`src/logic/as2650_macros.svh`:
```
`ifndef AS2650_MACROS_SVH
`define AS2650_MACROS_SVH

// Data bus and register width
`define AS2650_DATA_W 8

// Only 8K of the 32K space is wired to the pins
`define AS2650_ADDR_W 13

// Full page plus offset
`define AS2650_PC_W 15

// r1 to r3 in each bank
`define AS2650_BANK_REGS 3

`endif
```
`src/logic/as2650_pkg.sv`:
```
`default_nettype none

package as2650_pkg;

	// Opcode bits 7:5
	typedef enum logic [2:0] {
		grp_load,
		grp_eor,
		grp_and,
		grp_ior,
		grp_add,
		grp_sub,
		grp_store,
		grp_com
	} op_group_e;

	typedef enum logic [2:0] {
		st_fetch,
		st_decode,
		st_execute,
		st_operand,
		st_alu,
		st_io_strobe,
		st_io_done,
		st_halted
	} state_e;

	typedef enum logic [1:0] {
		cc_zero = 2'd0,
		cc_pos  = 2'd1,
		cc_neg  = 2'd2
	} cc_e;

	// Upper status byte
	localparam logic [2:0] psu_sense = 3'd7;
	localparam logic [2:0] psu_flag  = 3'd6;

	// Lower status byte
	localparam logic [2:0] psl_cc_hi = 3'd7;
	localparam logic [2:0] psl_cc_lo = 3'd6;
	localparam logic [2:0] psl_idc   = 3'd5;
	localparam logic [2:0] psl_rs    = 3'd4; // Bank select
	localparam logic [2:0] psl_wc    = 3'd3;
	localparam logic [2:0] psl_ovf   = 3'd2;
	localparam logic [2:0] psl_com   = 3'd1; // Logical compare
	localparam logic [2:0] psl_c     = 3'd0;

	localparam logic [7:0] op_halt = 8'h40; // andz r0
	localparam logic [7:0] op_nop  = 8'hc0; // strz r0
	localparam logic [7:0] op_spsu = 8'h12;
	localparam logic [7:0] op_spsl = 8'h13;
	localparam logic [7:0] op_cpsu = 8'h74;
	localparam logic [7:0] op_cpsl = 8'h75;
	localparam logic [7:0] op_ppsu = 8'h76;
	localparam logic [7:0] op_ppsl = 8'h77;

	// I/O bases, low two bits name the register
	localparam logic [7:0] op_redc = 8'h30;
	localparam logic [7:0] op_redd = 8'h70;
	localparam logic [7:0] op_wrtc = 8'hb0;
	localparam logic [7:0] op_wrtd = 8'hf0;

endpackage

`default_nettype wire

```
`src/logic/as2650_reg_if.sv`:
```
`default_nettype none

`include "as2650_macros.svh"

interface as2650_reg_if;
	logic [1:0] sel; // 0 is r0, 1 to 3 are banked
	logic [`AS2650_DATA_W-1:0] rdata;
	logic [`AS2650_DATA_W-1:0] r0;
	logic [`AS2650_DATA_W-1:0] wdata;
	logic we;

	modport seq (
		output sel, wdata, we,
		input rdata, r0
	);

	modport rf (
		input sel, wdata, we,
		output rdata, r0
	);
endinterface

`default_nettype wire

```
`src/logic/as2650.sv`:
```
`default_nettype none

`include "as2650_macros.svh"

module as2650 (
	input logic clk,
	input logic reset,
	input logic [`AS2650_DATA_W-1:0] dbus_in,
	input logic sense,
	output logic [`AS2650_ADDR_W-1:0] adr,
	output logic [`AS2650_DATA_W-1:0] dbus_out,
	output logic oeb,
	output logic rw,
	output logic opreq,
	output logic wrp,
	output logic m_io,
	output logic d_c,
	output logic flag
);

	logic [`AS2650_DATA_W-1:0] alu_a, alu_b, alu_result;
	logic [`AS2650_DATA_W-1:0] psu, psl, status_mask;
	as2650_pkg::op_group_e alu_group;
	as2650_pkg::cc_e alu_cc;
	logic alu_carry, alu_ovf, alu_idc;
	logic set_bits, clr_bits, load_arith, load_cc, psl_sel;

	as2650_reg_if reg_bus ();

	assign oeb = !rw; // Memory drives the bus on reads
	assign flag = psu[as2650_pkg::psu_flag];

	as2650_control u_control (
		.clk(clk), .reset(reset), .dbus_in(dbus_in), .alu_result(alu_result),
		.psu(psu), .psl(psl), .alu_a(alu_a), .alu_b(alu_b), .alu_group(alu_group),
		.adr(adr), .dbus_out(dbus_out), .rw(rw), .opreq(opreq), .wrp(wrp), .m_io(m_io),
		.d_c(d_c), .set_bits(set_bits), .clr_bits(clr_bits), .load_arith(load_arith),
		.load_cc(load_cc), .status_mask(status_mask), .psl_sel(psl_sel), .rif(reg_bus.seq)
	);

	as2650_regfile u_regfile (
		.clk(clk), .reset(reset), .bank(psl[as2650_pkg::psl_rs]), .rif(reg_bus.rf)
	);

	as2650_alu u_alu (
		.a(alu_a), .b(alu_b), .group(alu_group), .carry_in(psl[as2650_pkg::psl_c]),
		.with_carry(psl[as2650_pkg::psl_wc]), .logical(psl[as2650_pkg::psl_com]),
		.result(alu_result), .cc(alu_cc), .carry(alu_carry), .ovf(alu_ovf), .idc(alu_idc)
	);

	as2650_status u_status (
		.clk(clk), .reset(reset), .sense(sense), .set_bits(set_bits), .clr_bits(clr_bits),
		.load_arith(load_arith), .load_cc(load_cc), .psl_sel(psl_sel), .mask(status_mask),
		.cc(alu_cc), .carry(alu_carry), .ovf(alu_ovf), .idc(alu_idc), .psu(psu), .psl(psl)
	);

endmodule

`default_nettype wire

```
`src/logic/as2650_control.sv`:
```
`default_nettype none

`include "as2650_macros.svh"

module as2650_control (
	input logic clk,
	input logic reset,
	input logic [`AS2650_DATA_W-1:0] dbus_in,
	input logic [`AS2650_DATA_W-1:0] alu_result,
	input logic [`AS2650_DATA_W-1:0] psu,
	input logic [`AS2650_DATA_W-1:0] psl,
	output logic [`AS2650_DATA_W-1:0] alu_a,
	output logic [`AS2650_DATA_W-1:0] alu_b,
	output as2650_pkg::op_group_e alu_group,
	output logic [`AS2650_ADDR_W-1:0] adr,
	output logic [`AS2650_DATA_W-1:0] dbus_out,
	output logic rw,
	output logic opreq,
	output logic wrp,
	output logic m_io,
	output logic d_c,
	output logic set_bits,
	output logic clr_bits,
	output logic load_arith,
	output logic load_cc,
	output logic [`AS2650_DATA_W-1:0] status_mask,
	output logic psl_sel,
	as2650_reg_if.seq rif
);

	as2650_pkg::state_e state;
	as2650_pkg::op_group_e group;
	logic [`AS2650_PC_W-1:0] pc;
	logic [`AS2650_DATA_W-1:0] ir;
	logic [`AS2650_DATA_W-1:0] holding; // Named register, then immediate
	logic is_alu, alu_z, alu_i, is_sps, is_ps_imm, is_io_rd, is_io_wr, arith;

	assign group = as2650_pkg::op_group_e'(ir[7:5]);
	assign is_alu = !ir[4] && ir != as2650_pkg::op_halt && ir != as2650_pkg::op_nop;
	assign alu_z = is_alu && ir[3:2] == 2'd0;
	assign alu_i = is_alu && ir[3:2] == 2'd1 && group != as2650_pkg::grp_store;
	assign is_sps = ir == as2650_pkg::op_spsu || ir == as2650_pkg::op_spsl;
	assign is_ps_imm = ir == as2650_pkg::op_cpsu || ir == as2650_pkg::op_cpsl ||
		ir == as2650_pkg::op_ppsu || ir == as2650_pkg::op_ppsl;
	assign is_io_rd = {ir[7:2], 2'b00} == as2650_pkg::op_redc ||
		{ir[7:2], 2'b00} == as2650_pkg::op_redd;
	assign is_io_wr = {ir[7:2], 2'b00} == as2650_pkg::op_wrtc ||
		{ir[7:2], 2'b00} == as2650_pkg::op_wrtd;
	assign arith = group == as2650_pkg::grp_add || group == as2650_pkg::grp_sub;

	assign adr = pc[`AS2650_ADDR_W-1:0];
	assign dbus_out = holding;
	assign status_mask = holding;
	assign psl_sel = ir[0]; // Odd opcodes target the lower byte

	always_ff @(posedge clk) begin
		if (reset) begin
			state <= as2650_pkg::st_fetch;
			pc <= '0;
		end else begin
			case (state)
				as2650_pkg::st_fetch: begin
					pc <= pc + 1'b1;
					state <= as2650_pkg::st_decode;
				end
				as2650_pkg::st_decode: state <= as2650_pkg::st_execute;
				as2650_pkg::st_execute: begin
					if (ir == as2650_pkg::op_halt) begin
						state <= as2650_pkg::st_halted;
					end else if (alu_i || is_ps_imm) begin
						pc <= pc + 1'b1; // Skip over the immediate
						state <= as2650_pkg::st_operand;
					end else if (is_io_wr) begin
						state <= as2650_pkg::st_io_strobe;
					end else if (is_io_rd) begin
						state <= as2650_pkg::st_io_done;
					end else begin
						state <= as2650_pkg::st_fetch;
					end
				end
				as2650_pkg::st_operand: state <= as2650_pkg::st_alu;
				as2650_pkg::st_io_strobe: state <= as2650_pkg::st_io_done;
				as2650_pkg::st_halted: state <= as2650_pkg::st_halted; // Until reset
				default: state <= as2650_pkg::st_fetch;
			endcase
		end
	end

	always_ff @(posedge clk) begin
		if (state == as2650_pkg::st_decode) begin
			ir <= dbus_in;
			holding <= rif.rdata; // Register named by the incoming opcode
		end else if (state == as2650_pkg::st_operand) begin
			holding <= dbus_in;
		end
	end

	always_comb begin
		opreq = 1'b0;
		rw = 1'b0;
		wrp = 1'b0;
		m_io = 1'b1;
		d_c = 1'b0;
		alu_a = rif.rdata;
		alu_b = holding;
		alu_group = group;
		rif.sel = ir[1:0];
		rif.wdata = alu_result;
		rif.we = 1'b0;
		set_bits = 1'b0;
		clr_bits = 1'b0;
		load_arith = 1'b0;
		load_cc = 1'b0;
		case (state)
			as2650_pkg::st_fetch: opreq = !reset; // Bus stays quiet while reset is held
			as2650_pkg::st_decode: rif.sel = dbus_in[1:0];
			as2650_pkg::st_execute: begin
				if (alu_z) begin
					alu_a = rif.r0;
					// Store writes the named register, the rest write r0
					rif.sel = (group == as2650_pkg::grp_store) ? ir[1:0] : 2'd0;
					rif.we = group != as2650_pkg::grp_com;
					load_arith = arith;
					load_cc = !arith;
				end else if (is_sps) begin
					alu_group = as2650_pkg::grp_load;
					alu_b = ir[0] ? psl : psu;
					rif.sel = 2'd0;
					rif.we = 1'b1;
					load_cc = 1'b1;
				end else if (alu_i || is_ps_imm) begin
					opreq = 1'b1; // Operand read
				end else if (is_io_rd || is_io_wr) begin
					opreq = 1'b1;
					rw = is_io_wr;
					m_io = 1'b0;
					d_c = ir[6];
				end
			end
			as2650_pkg::st_alu: begin
				if (is_ps_imm) begin
					set_bits = ir[1]; // ppsu and ppsl
					clr_bits = !ir[1];
				end else begin
					rif.we = group != as2650_pkg::grp_com;
					load_arith = arith;
					load_cc = !arith;
				end
			end
			as2650_pkg::st_io_strobe: begin
				opreq = 1'b1;
				rw = 1'b1;
				m_io = 1'b0;
				d_c = ir[6];
				wrp = 1'b1;
			end
			as2650_pkg::st_io_done: begin
				if (is_io_rd) begin // Bus released, data arrives now
					alu_group = as2650_pkg::grp_load;
					alu_b = dbus_in;
					rif.we = 1'b1;
					load_cc = 1'b1;
				end
			end
			default: ;
		endcase
	end

endmodule

`default_nettype wire

```
`src/logic/as2650_status.sv`:
```
`default_nettype none

`include "as2650_macros.svh"

module as2650_status (
	input logic clk,
	input logic reset,
	input logic sense,
	input logic set_bits,
	input logic clr_bits,
	input logic load_arith,
	input logic load_cc,
	input logic psl_sel,
	input logic [`AS2650_DATA_W-1:0] mask,
	input as2650_pkg::cc_e cc,
	input logic carry,
	input logic ovf,
	input logic idc,
	output logic [`AS2650_DATA_W-1:0] psu,
	output logic [`AS2650_DATA_W-1:0] psl
);

	always_ff @(posedge clk) begin
		if (reset) begin
			psu <= '0;
			psl <= '0;
		end else begin
			if (set_bits && psl_sel) psl <= psl | mask;
			if (clr_bits && psl_sel) psl <= psl & ~mask;
			if (set_bits && !psl_sel) psu <= psu | mask;
			if (clr_bits && !psl_sel) psu <= psu & ~mask;

			if (load_cc || load_arith) begin
				psl[as2650_pkg::psl_cc_hi:as2650_pkg::psl_cc_lo] <= cc;
			end
			if (load_arith) begin // Add and subtract only
				psl[as2650_pkg::psl_idc] <= idc;
				psl[as2650_pkg::psl_ovf] <= ovf;
				psl[as2650_pkg::psl_c] <= carry;
			end

			psu[as2650_pkg::psu_sense] <= sense; // Overrides any preset or clear
		end
	end

endmodule

`default_nettype wire

```
`src/logic/as2650_alu.sv`:
```
`default_nettype none

`include "as2650_macros.svh"

module as2650_alu (
	input logic [`AS2650_DATA_W-1:0] a,
	input logic [`AS2650_DATA_W-1:0] b,
	input as2650_pkg::op_group_e group,
	input logic carry_in,
	input logic with_carry,
	input logic logical,
	output logic [`AS2650_DATA_W-1:0] result,
	output as2650_pkg::cc_e cc,
	output logic carry,
	output logic ovf,
	output logic idc
);

	logic is_sub;
	logic cin;
	logic [7:0] b_eff;
	logic [4:0] lo_sum;
	logic [4:0] hi_sum;
	logic [7:0] sum;
	logic a_gt_b;
	logic a_lt_b;

	assign is_sub = group == as2650_pkg::grp_sub;
	assign b_eff = is_sub ? ~b : b; // Subtract as a + ~b + 1
	assign cin = with_carry ? carry_in : is_sub;

	// Split at the nibble to pick up the inter-digit carry
	assign lo_sum = {1'b0, a[3:0]} + {1'b0, b_eff[3:0]} + {4'd0, cin};
	assign hi_sum = {1'b0, a[7:4]} + {1'b0, b_eff[7:4]} + {4'd0, lo_sum[4]};
	assign sum = {hi_sum[3:0], lo_sum[3:0]};
	assign idc = lo_sum[4];
	assign carry = hi_sum[4]; // No borrow on subtract
	assign ovf = (a[7] == b_eff[7]) && (sum[7] != a[7]);

	assign a_gt_b = logical ? (a > b) : ($signed(a) > $signed(b));
	assign a_lt_b = logical ? (a < b) : ($signed(a) < $signed(b));

	always_comb begin
		case (group)
			as2650_pkg::grp_load: result = b;
			as2650_pkg::grp_eor:  result = a ^ b;
			as2650_pkg::grp_and:  result = a & b;
			as2650_pkg::grp_ior:  result = a | b;
			as2650_pkg::grp_add,
			as2650_pkg::grp_sub:  result = sum;
			default:              result = a; // Store moves a, compare leaves it
		endcase

		if (group == as2650_pkg::grp_com) begin
			cc = a_gt_b ? as2650_pkg::cc_pos : (a_lt_b ? as2650_pkg::cc_neg : as2650_pkg::cc_zero);
		end else if (result[7]) begin
			cc = as2650_pkg::cc_neg;
		end else begin
			cc = (result != '0) ? as2650_pkg::cc_pos : as2650_pkg::cc_zero;
		end
	end

endmodule

`default_nettype wire

```
`src/logic/as2650_regfile.sv`:
```
`default_nettype none

`include "as2650_macros.svh"

module as2650_regfile (
	input logic clk,
	input logic reset,
	input logic bank,
	as2650_reg_if.rf rif
);

	logic [`AS2650_DATA_W-1:0] r0;
	logic [`AS2650_DATA_W-1:0] rb [0:1][1:`AS2650_BANK_REGS];

	assign rif.r0 = r0;

	// r0 is shared by both banks
	assign rif.rdata = (rif.sel == 2'd0) ? r0 : rb[bank][rif.sel];

	always_ff @(posedge clk) begin
		if (reset) begin
			r0 <= '0;
			for (int bk = 0; bk < 2; bk++) begin
				for (int i = 1; i <= `AS2650_BANK_REGS; i++) begin
					rb[bk][i] <= '0;
				end
			end
		end else if (rif.we) begin
			if (rif.sel == 2'd0) begin
				r0 <= rif.wdata;
			end else begin
				rb[bank][rif.sel] <= rif.wdata;
			end
		end
	end

endmodule

`default_nettype wire

```
`config.mk`:
```
export PLATFORM = sky130hd
export DESIGN_NAME = as2650
export DESIGN_NICKNAME = d
export VERILOG_FILES = /design/src/logic/as2650_pkg.sv /design/src/logic/as2650_reg_if.sv /design/src/logic/as2650.sv /design/src/logic/as2650_control.sv /design/src/logic/as2650_status.sv /design/src/logic/as2650_alu.sv /design/src/logic/as2650_regfile.sv
export VERILOG_INCLUDE_DIRS = /design/src /design/src/logic
export SDC_FILE = /design/constraint.sdc
export NUM_CORES = 1
export LEC_CHECK = 0
export BUFFER_PORTS_ARGS = -buffer_cell sky130_fd_sc_hd__buf_4
export CAP_MARGIN = 20
export CORE_MARGIN = 2
export CORE_UTILIZATION = 41
export DETAILED_ROUTE_END_ITERATION = 12
export SLEW_MARGIN = 20
export SYNTH_ARGS = -nofsm -noshare
export SYNTH_HDL_FRONTEND = slang
export SYNTH_SLANG_ARGS = --single-unit
```
`constraint.sdc`:
```
create_clock -name clk -period 5.95 [get_ports clk]
set_clock_uncertainty 0.05 [all_clocks]
set_input_delay 1.19 -clock clk [delete_from_list [all_inputs] [get_ports clk]]
set_output_delay 1.19 -clock clk [all_outputs]
set_load 0.01 [all_outputs]
```
# ---- Word-level counts from Yosys, hierarchy flattened
# Memories as Yosys holds them, arrays and structs flattened. A register that Yosys moved wholly into a read port is not among the register bits.
# Index checks and enable logic that the tools add are counted.
dict set report word_totals {
  out_inout_bits 28
  n_memories 1
  register_bits 58
  wordCells 206
  mem_bits_rw 48
  in_bits 11
}
# memory depth word_bits read_ports rd_ports_with_merged_regs write_ports line
set memory_table {}
lappend memory_table {u_regfile.rb 2 24 1 1 2 as2650_regfile.sv:13} ;# logic [`AS2650_DATA_W-1:0] rb [0:1][1:`AS2650_BANK_REGS];
dict set report op_classes {
  mux 96
  n_reduce_logical 42
  order_cmp 6
  add_sub_neg 5
  bitwise 10
  n_eq_ne 36
}
# cell count
set ops {}
lappend ops {{8-bit 2-to-1 mux} 15}
lappend ops {{24-bit 2-to-1 mux} 3}
lappend ops {{1-bit 2-to-1 mux} 44}
lappend ops {{8-bit by 7-bit == test with 1-bit output (second input constant)} 5}
lappend ops {{8-bit one-hot mux with 5 select lines} 1}
lappend ops {{3-bit == test (second input constant)} 10}
lappend ops {{15-bit 2-to-1 mux} 2}
lappend ops {{15-bit one-hot mux with 2 select lines} 1}
lappend ops {{24-bit OR reduction} 1}
lappend ops {{3-bit 2-to-1 mux} 7}
lappend ops {{3-bit one-hot mux with 6 select lines} 1}
lappend ops {{8-bit AND} 2}
lappend ops {{8-bit binary-select mux with 2-bit select} 1}
lappend ops {{8-bit demux with 2-bit select} 1}
lappend ops {{8-bit by 5-bit == test with 1-bit output (second input constant)} 2}
lappend ops {{8-bit greater-than comparator} 2}
lappend ops {{8-bit less-than comparator} 2}
lappend ops {{2-bit 2-to-1 mux} 8}
lappend ops {{8-bit NOT} 2}
lappend ops {{8-bit bitwise OR} 2}
lappend ops {{8-bit one-hot mux with 2 select lines} 1}
lappend ops {{15-bit by 1-bit adder with 15-bit output (second input constant)} 1}
lappend ops {{7-bit 2-to-1 mux} 2}
lappend ops {{3-bit by 2-bit == test with 1-bit output (second input constant)} 4}
lappend ops {{other kinds (35)} 75}

# ---- Depth between registers and ports, before layout
dict set report depth {
  word_depth 22
  depth_mapped 27
  ltp_nobuf 24
}

# ---- Hierarchy
# A second synthesis with hierarchy kept.
dict set report hier_totals {
  cells_unflattened 677
  hier_area_um2 6939.2
}
# mod cells_per_inst instances seq_area_each_um2 area_each_um2
set modules_own_cells {}
lappend modules_own_cells {as2650_regfile 190 1 1601.5 2615.0}
lappend modules_own_cells {as2650_control 268 1 800.8 2421.1}
lappend modules_own_cells {as2650_alu 148 1 0.0 1223.7}
lappend modules_own_cells {as2650_status 70 1 320.3 675.6}
lappend modules_own_cells {as2650 1 1 0.0 3.8}

# ---- Worst setup path before layout
# OpenSTA, ideal clock, no wires.
dict set report synth_path {
  kind {input to register}
  from {input port dbus_in[0]}
  to {register with a tool-made name}
  setup_time_ps 146
  arrival_time_ps 5167
  stages 24
  path_slack_ps 588
  required_ps 5754
  path_buffers 2
  cell_sequence {a22oi_1 -> nand2_1 -> and2_1 -> buf_4 -> buf_2 -> a211oi_1 -> a21oi_1 -> nand2_1 -> o21ai_0 -> inv_1 -> fa_1 -> inv_1 -> fa_1 -> nor2b_1 -> o21ai_0 -> nor2b_1 -> fa_1 -> fa_1 -> o221a_2 -> o21ai_0 -> a21o_1 -> o221ai_2 -> and4b_1 -> a31oi_1}
}
# element line
set synth_rtl {}
lappend synth_rtl {{start, declared} as2650.sv:8} ;# input logic [`AS2650_DATA_W-1:0] dbus_in,

==> impl_metrics.json <==
{
  "p_sw_share_pct": 34.5,
  "hold_buffers": 0,
  "drc": 0,
  "clockRootBuffer": "clkbuf_16",
  "power_frac_seq_pct": 40.4,
  "slew_viol_final": 0,
  "wl_per_cell_microns": 20.4,
  "ys_ff_latch": 105,
  "ant_nets": 0,
  "cts_made_buffers": 9,
  "finalCritPeriodShare_pct": 93.9,
  "synth_area_sq_mm": 0.00664,
  "place_congestion": 0.913,
  "grt_pass1_wl_mm": 31.3,
  "synth.most_common_cell": "nor2_1",
  "insertion_delay_ns": 0.35,
  "ys_types": 81,
  "synth_largest_area_cell": "edfxtp_1",
  "reg2reg_depth": 20,
  "comb_power_share_pct": 30.5,
  "grt_pass1_vias": 5478,
  "post-cts-setup-buffer-count": 0,
  "synth_enable_flop_cells": 64,
  "endpoint": "u_regfile.rb[1][6]",
  "async_reset_ff_share_pct": 0,
  "grt_start_max_net_pins": 45,
  "switching_power_w": 0.000716,
  "vias_per_cell": 5.77,
  "cts_tree": "built",
  "crit_path_start_kind": "flop",
  "htreeDepth": 3,
  "internal_power_w": 0.00136,
  "drive_gt1_share_pct": 17.7,
  "timing.rr.end": "u_regfile.rb[1][6]",
  "rsz0062_at_grt": "no",
  "worst-r2r-setup-slack_ns": 0.36,
  "worstHoldPathType": "reg -> reg",
  "min_period_ns": 5.59,
  "cp_max_fo": 10,
  "grt_antenna_before_repair": 0,
  "start_util_pct": 41.8,
  "worst_pin_slew_ns": 0.980,
  "drtIter0Drc": 522,
  "p_clk_share_pct": 29.0,
  "nets": 794,
  "yosysWarnings": 0,
  "boundaryPins": 39,
  "ys_seq_area_share_pct": 41.3,
  "rows": 46,
  "clk_path_buf_depth": 2,
  "vdd_drop_max_mv": 0.271,
  "dp_hpwl_mm": 15.0,
  "fmax_mhz": 179,
  "num_vias": 5587,
  "r2r_start": "u_control.ir[6]",
  "die-area_sq_mm": 0.0172,
  "slew_headroom_pct": 34.3,
  "synth_nets": 749,
  "core-area_sq_mm": 0.0159,
  "netlist.area_leader.share_pct": 28.9,
  "drv_cap": 0,
  "crit_start": "u_control.ir[6]",
  "chipHeight_microns": 131,
  "setup_violations": 0,
  "grt_use_total_pct": 23.1,
  "final_util_pct": 47.7,
  "synth_cells": 703,
  "p_per_area_mw_per_mm2": 274,
  "wirelength_mm": 19.8,
  "status": "completed",
  "grt_remaining_overflow": 0,
  "area_delta_synth_final_pct": 14.2,
  "worstSetupEndpointType": "flop",
  "clk_pin_slew_worst_paths_ns": 0.08,
  "hold_viol_final": 0,
  "ys.flop_type": "edfxtp_1",
  "die_w_microns": 131,
  "critPathRequiredTime_ns": 5.98,
  "cts.repair.resized": 0,
  "synth_area_leaders": "edfxtp_1 (29%), dfxtp_1 (12%), ha_1 (5.8%)",
  "path_class": "reg -> reg",
  "port_buffers": 38,
  "clock-sinks": 105,
  "cp_data_arrival_time_ns": 5.62,
  "synthTopCellsByCount": "nor2_1 (100), nand2_1 (70), edfxtp_1 (64)",
  "diodes": 0,
  "syn_avg_cell_area_sq_um": 9.45,
  "dr.pass1.iters": 5,
  "setup_tns_ns": 0,
  "cellLeakagePower_nw": 3.06
}
[cell families (layout without fill, tap and decap cells)]
family	count (synthesis)	after routing	synth area share, %
simple gates	264	264	19.1
mux	46	46	8.63
fa+ha+maj	35	35	7.05
buf+inv	66	116	4.15
compound gates	164	164	16.8
xor+xnor	23	23	3.03
flops	105	105	41.3
[how the worst min path moves through the flow]
stage | cells past startpoint | startpoint | slack (ns) | endpoint
2_1_floorplan | 2 | flop | 0.41 | flop
3_3_place_gp | 2 | u_control.pc[12] | 0.42 | u_control.pc[12]
3_5_place_dp | 2 | u_control.pc[12] | 0.44 | u_control.pc[12]
4_1_cts | 2 | u_control.pc[12] | 0.45 | u_control.pc[12]
5_1_grt | 2 | flop | 0.49 | flop
6_report | 2 | u_control.pc[12] | 0.46 | u_control.pc[12]
[layout make-up]
type / count / area, sq um
multi-input cells: 532 / 3630
flip-flops and latches: 105 / 2740
clock buffers: 10 / 239
inverters: 29 / 109
clock inverters: 6 / 60.1
fillers: 1533 / 8300
well taps: 216 / 270
repair buffers: 71 / 533
[layout by cell type (no fill, tap or decap), drive strengths merged, types with 3 or more instances in the layout]
| cell type | instances |
|---|---|
| a2bb2oi | 3 |
| mux2i | 28 |
| and3 | 5 |
| o21bai | 3 |
| dfxtp | 41 |
| and4b | 3 |
| mux4 | 8 |
| nor3b | 6 |
| ha | 31 |
| or2 | 4 |
| nor2 | 108 |
| clkbuf | 10 |
| xnor2 | 8 |
| and2 | 3 |
| inv | 32 |
| o221ai | 5 |
| fa | 4 |
| nand4 | 8 |
| clkinv | 3 |
| edfxtp | 64 |
| a311oi | 3 |
| nand2b | 6 |
| o211ai | 7 |
| nand3 | 14 |
| a31oi | 3 |
| a21oi | 42 |
| o22ai | 4 |
| or3 | 8 |
| o21ai | 36 |
| xor2 | 15 |
| a22oi | 7 |
| nand2 | 72 |
| a21o | 9 |
| mux2 | 10 |
| nor3 | 9 |
| a211oi | 4 |
| nor2b | 9 |
| buf | 71 |
| o21a | 10 |
[per-layer routing]
| metal | routed length (microns) | global-route usage [%] | share of wire (%) |
|---|---|---|---|
| met5 | 0 | 0 | 0 |
| met1 | 8780 | 30.5 | 44 |
| met2 | 9570 | 38.8 | 48 |
| met3 | 945 | 3.55 | 4.8 |
| met4 | 516 | 7.55 | 2.6 |
[power groups by stage]
stage	combinational [W]	sequential [W]	clock [W]
global route	0.000694	0.000843	0.000643
detailed placement	0.000624	0.000855	0
finish	0.000633	0.000840	0.000603
floorplan	0.000422	0.000848	0
global placement	0.000615	0.000855	0
CTS	0.000628	0.000838	0.000613
[critical path, cell delays in order, from the launching register on]
cell and delay (ns):
edfxtp_1 0.53, buf_4 0.24, or4b_4 0.56, nor3_2 0.28, o21ai_1 0.21, nand2b_1 0.12
o211ai_1 0.25, xor2_1 0.27, fa_1 0.23, inv_1 0.06, fa_1 0.40, nor2b_1 0.12
o21ai_0 0.09, nor2b_1 0.15, fa_1 0.40, fa_1 0.41, xor2_1 0.14, o22ai_1 0.09
a211oi_1 0.32, a311o_1 0.29, nor2_1 0.08
[through the flow]
step	total power, W	worst slack [ns]	area [sq um]	instances	hold slack, ns
after global placement	0.00147	0.238	7280	953	0.424
after floorplan	0.00127	0.588	6640	703	0.410
final	0.00208	0.363	7580	969	0.457
after CTS	0.00208	0.433	7580	969	0.451
after detailed placement	0.00148	0.227	7280	953	0.436
after global routing	0.00218	0.00338	7580	969	0.487
Note: power is estimated with default switching activity, not from simulation.
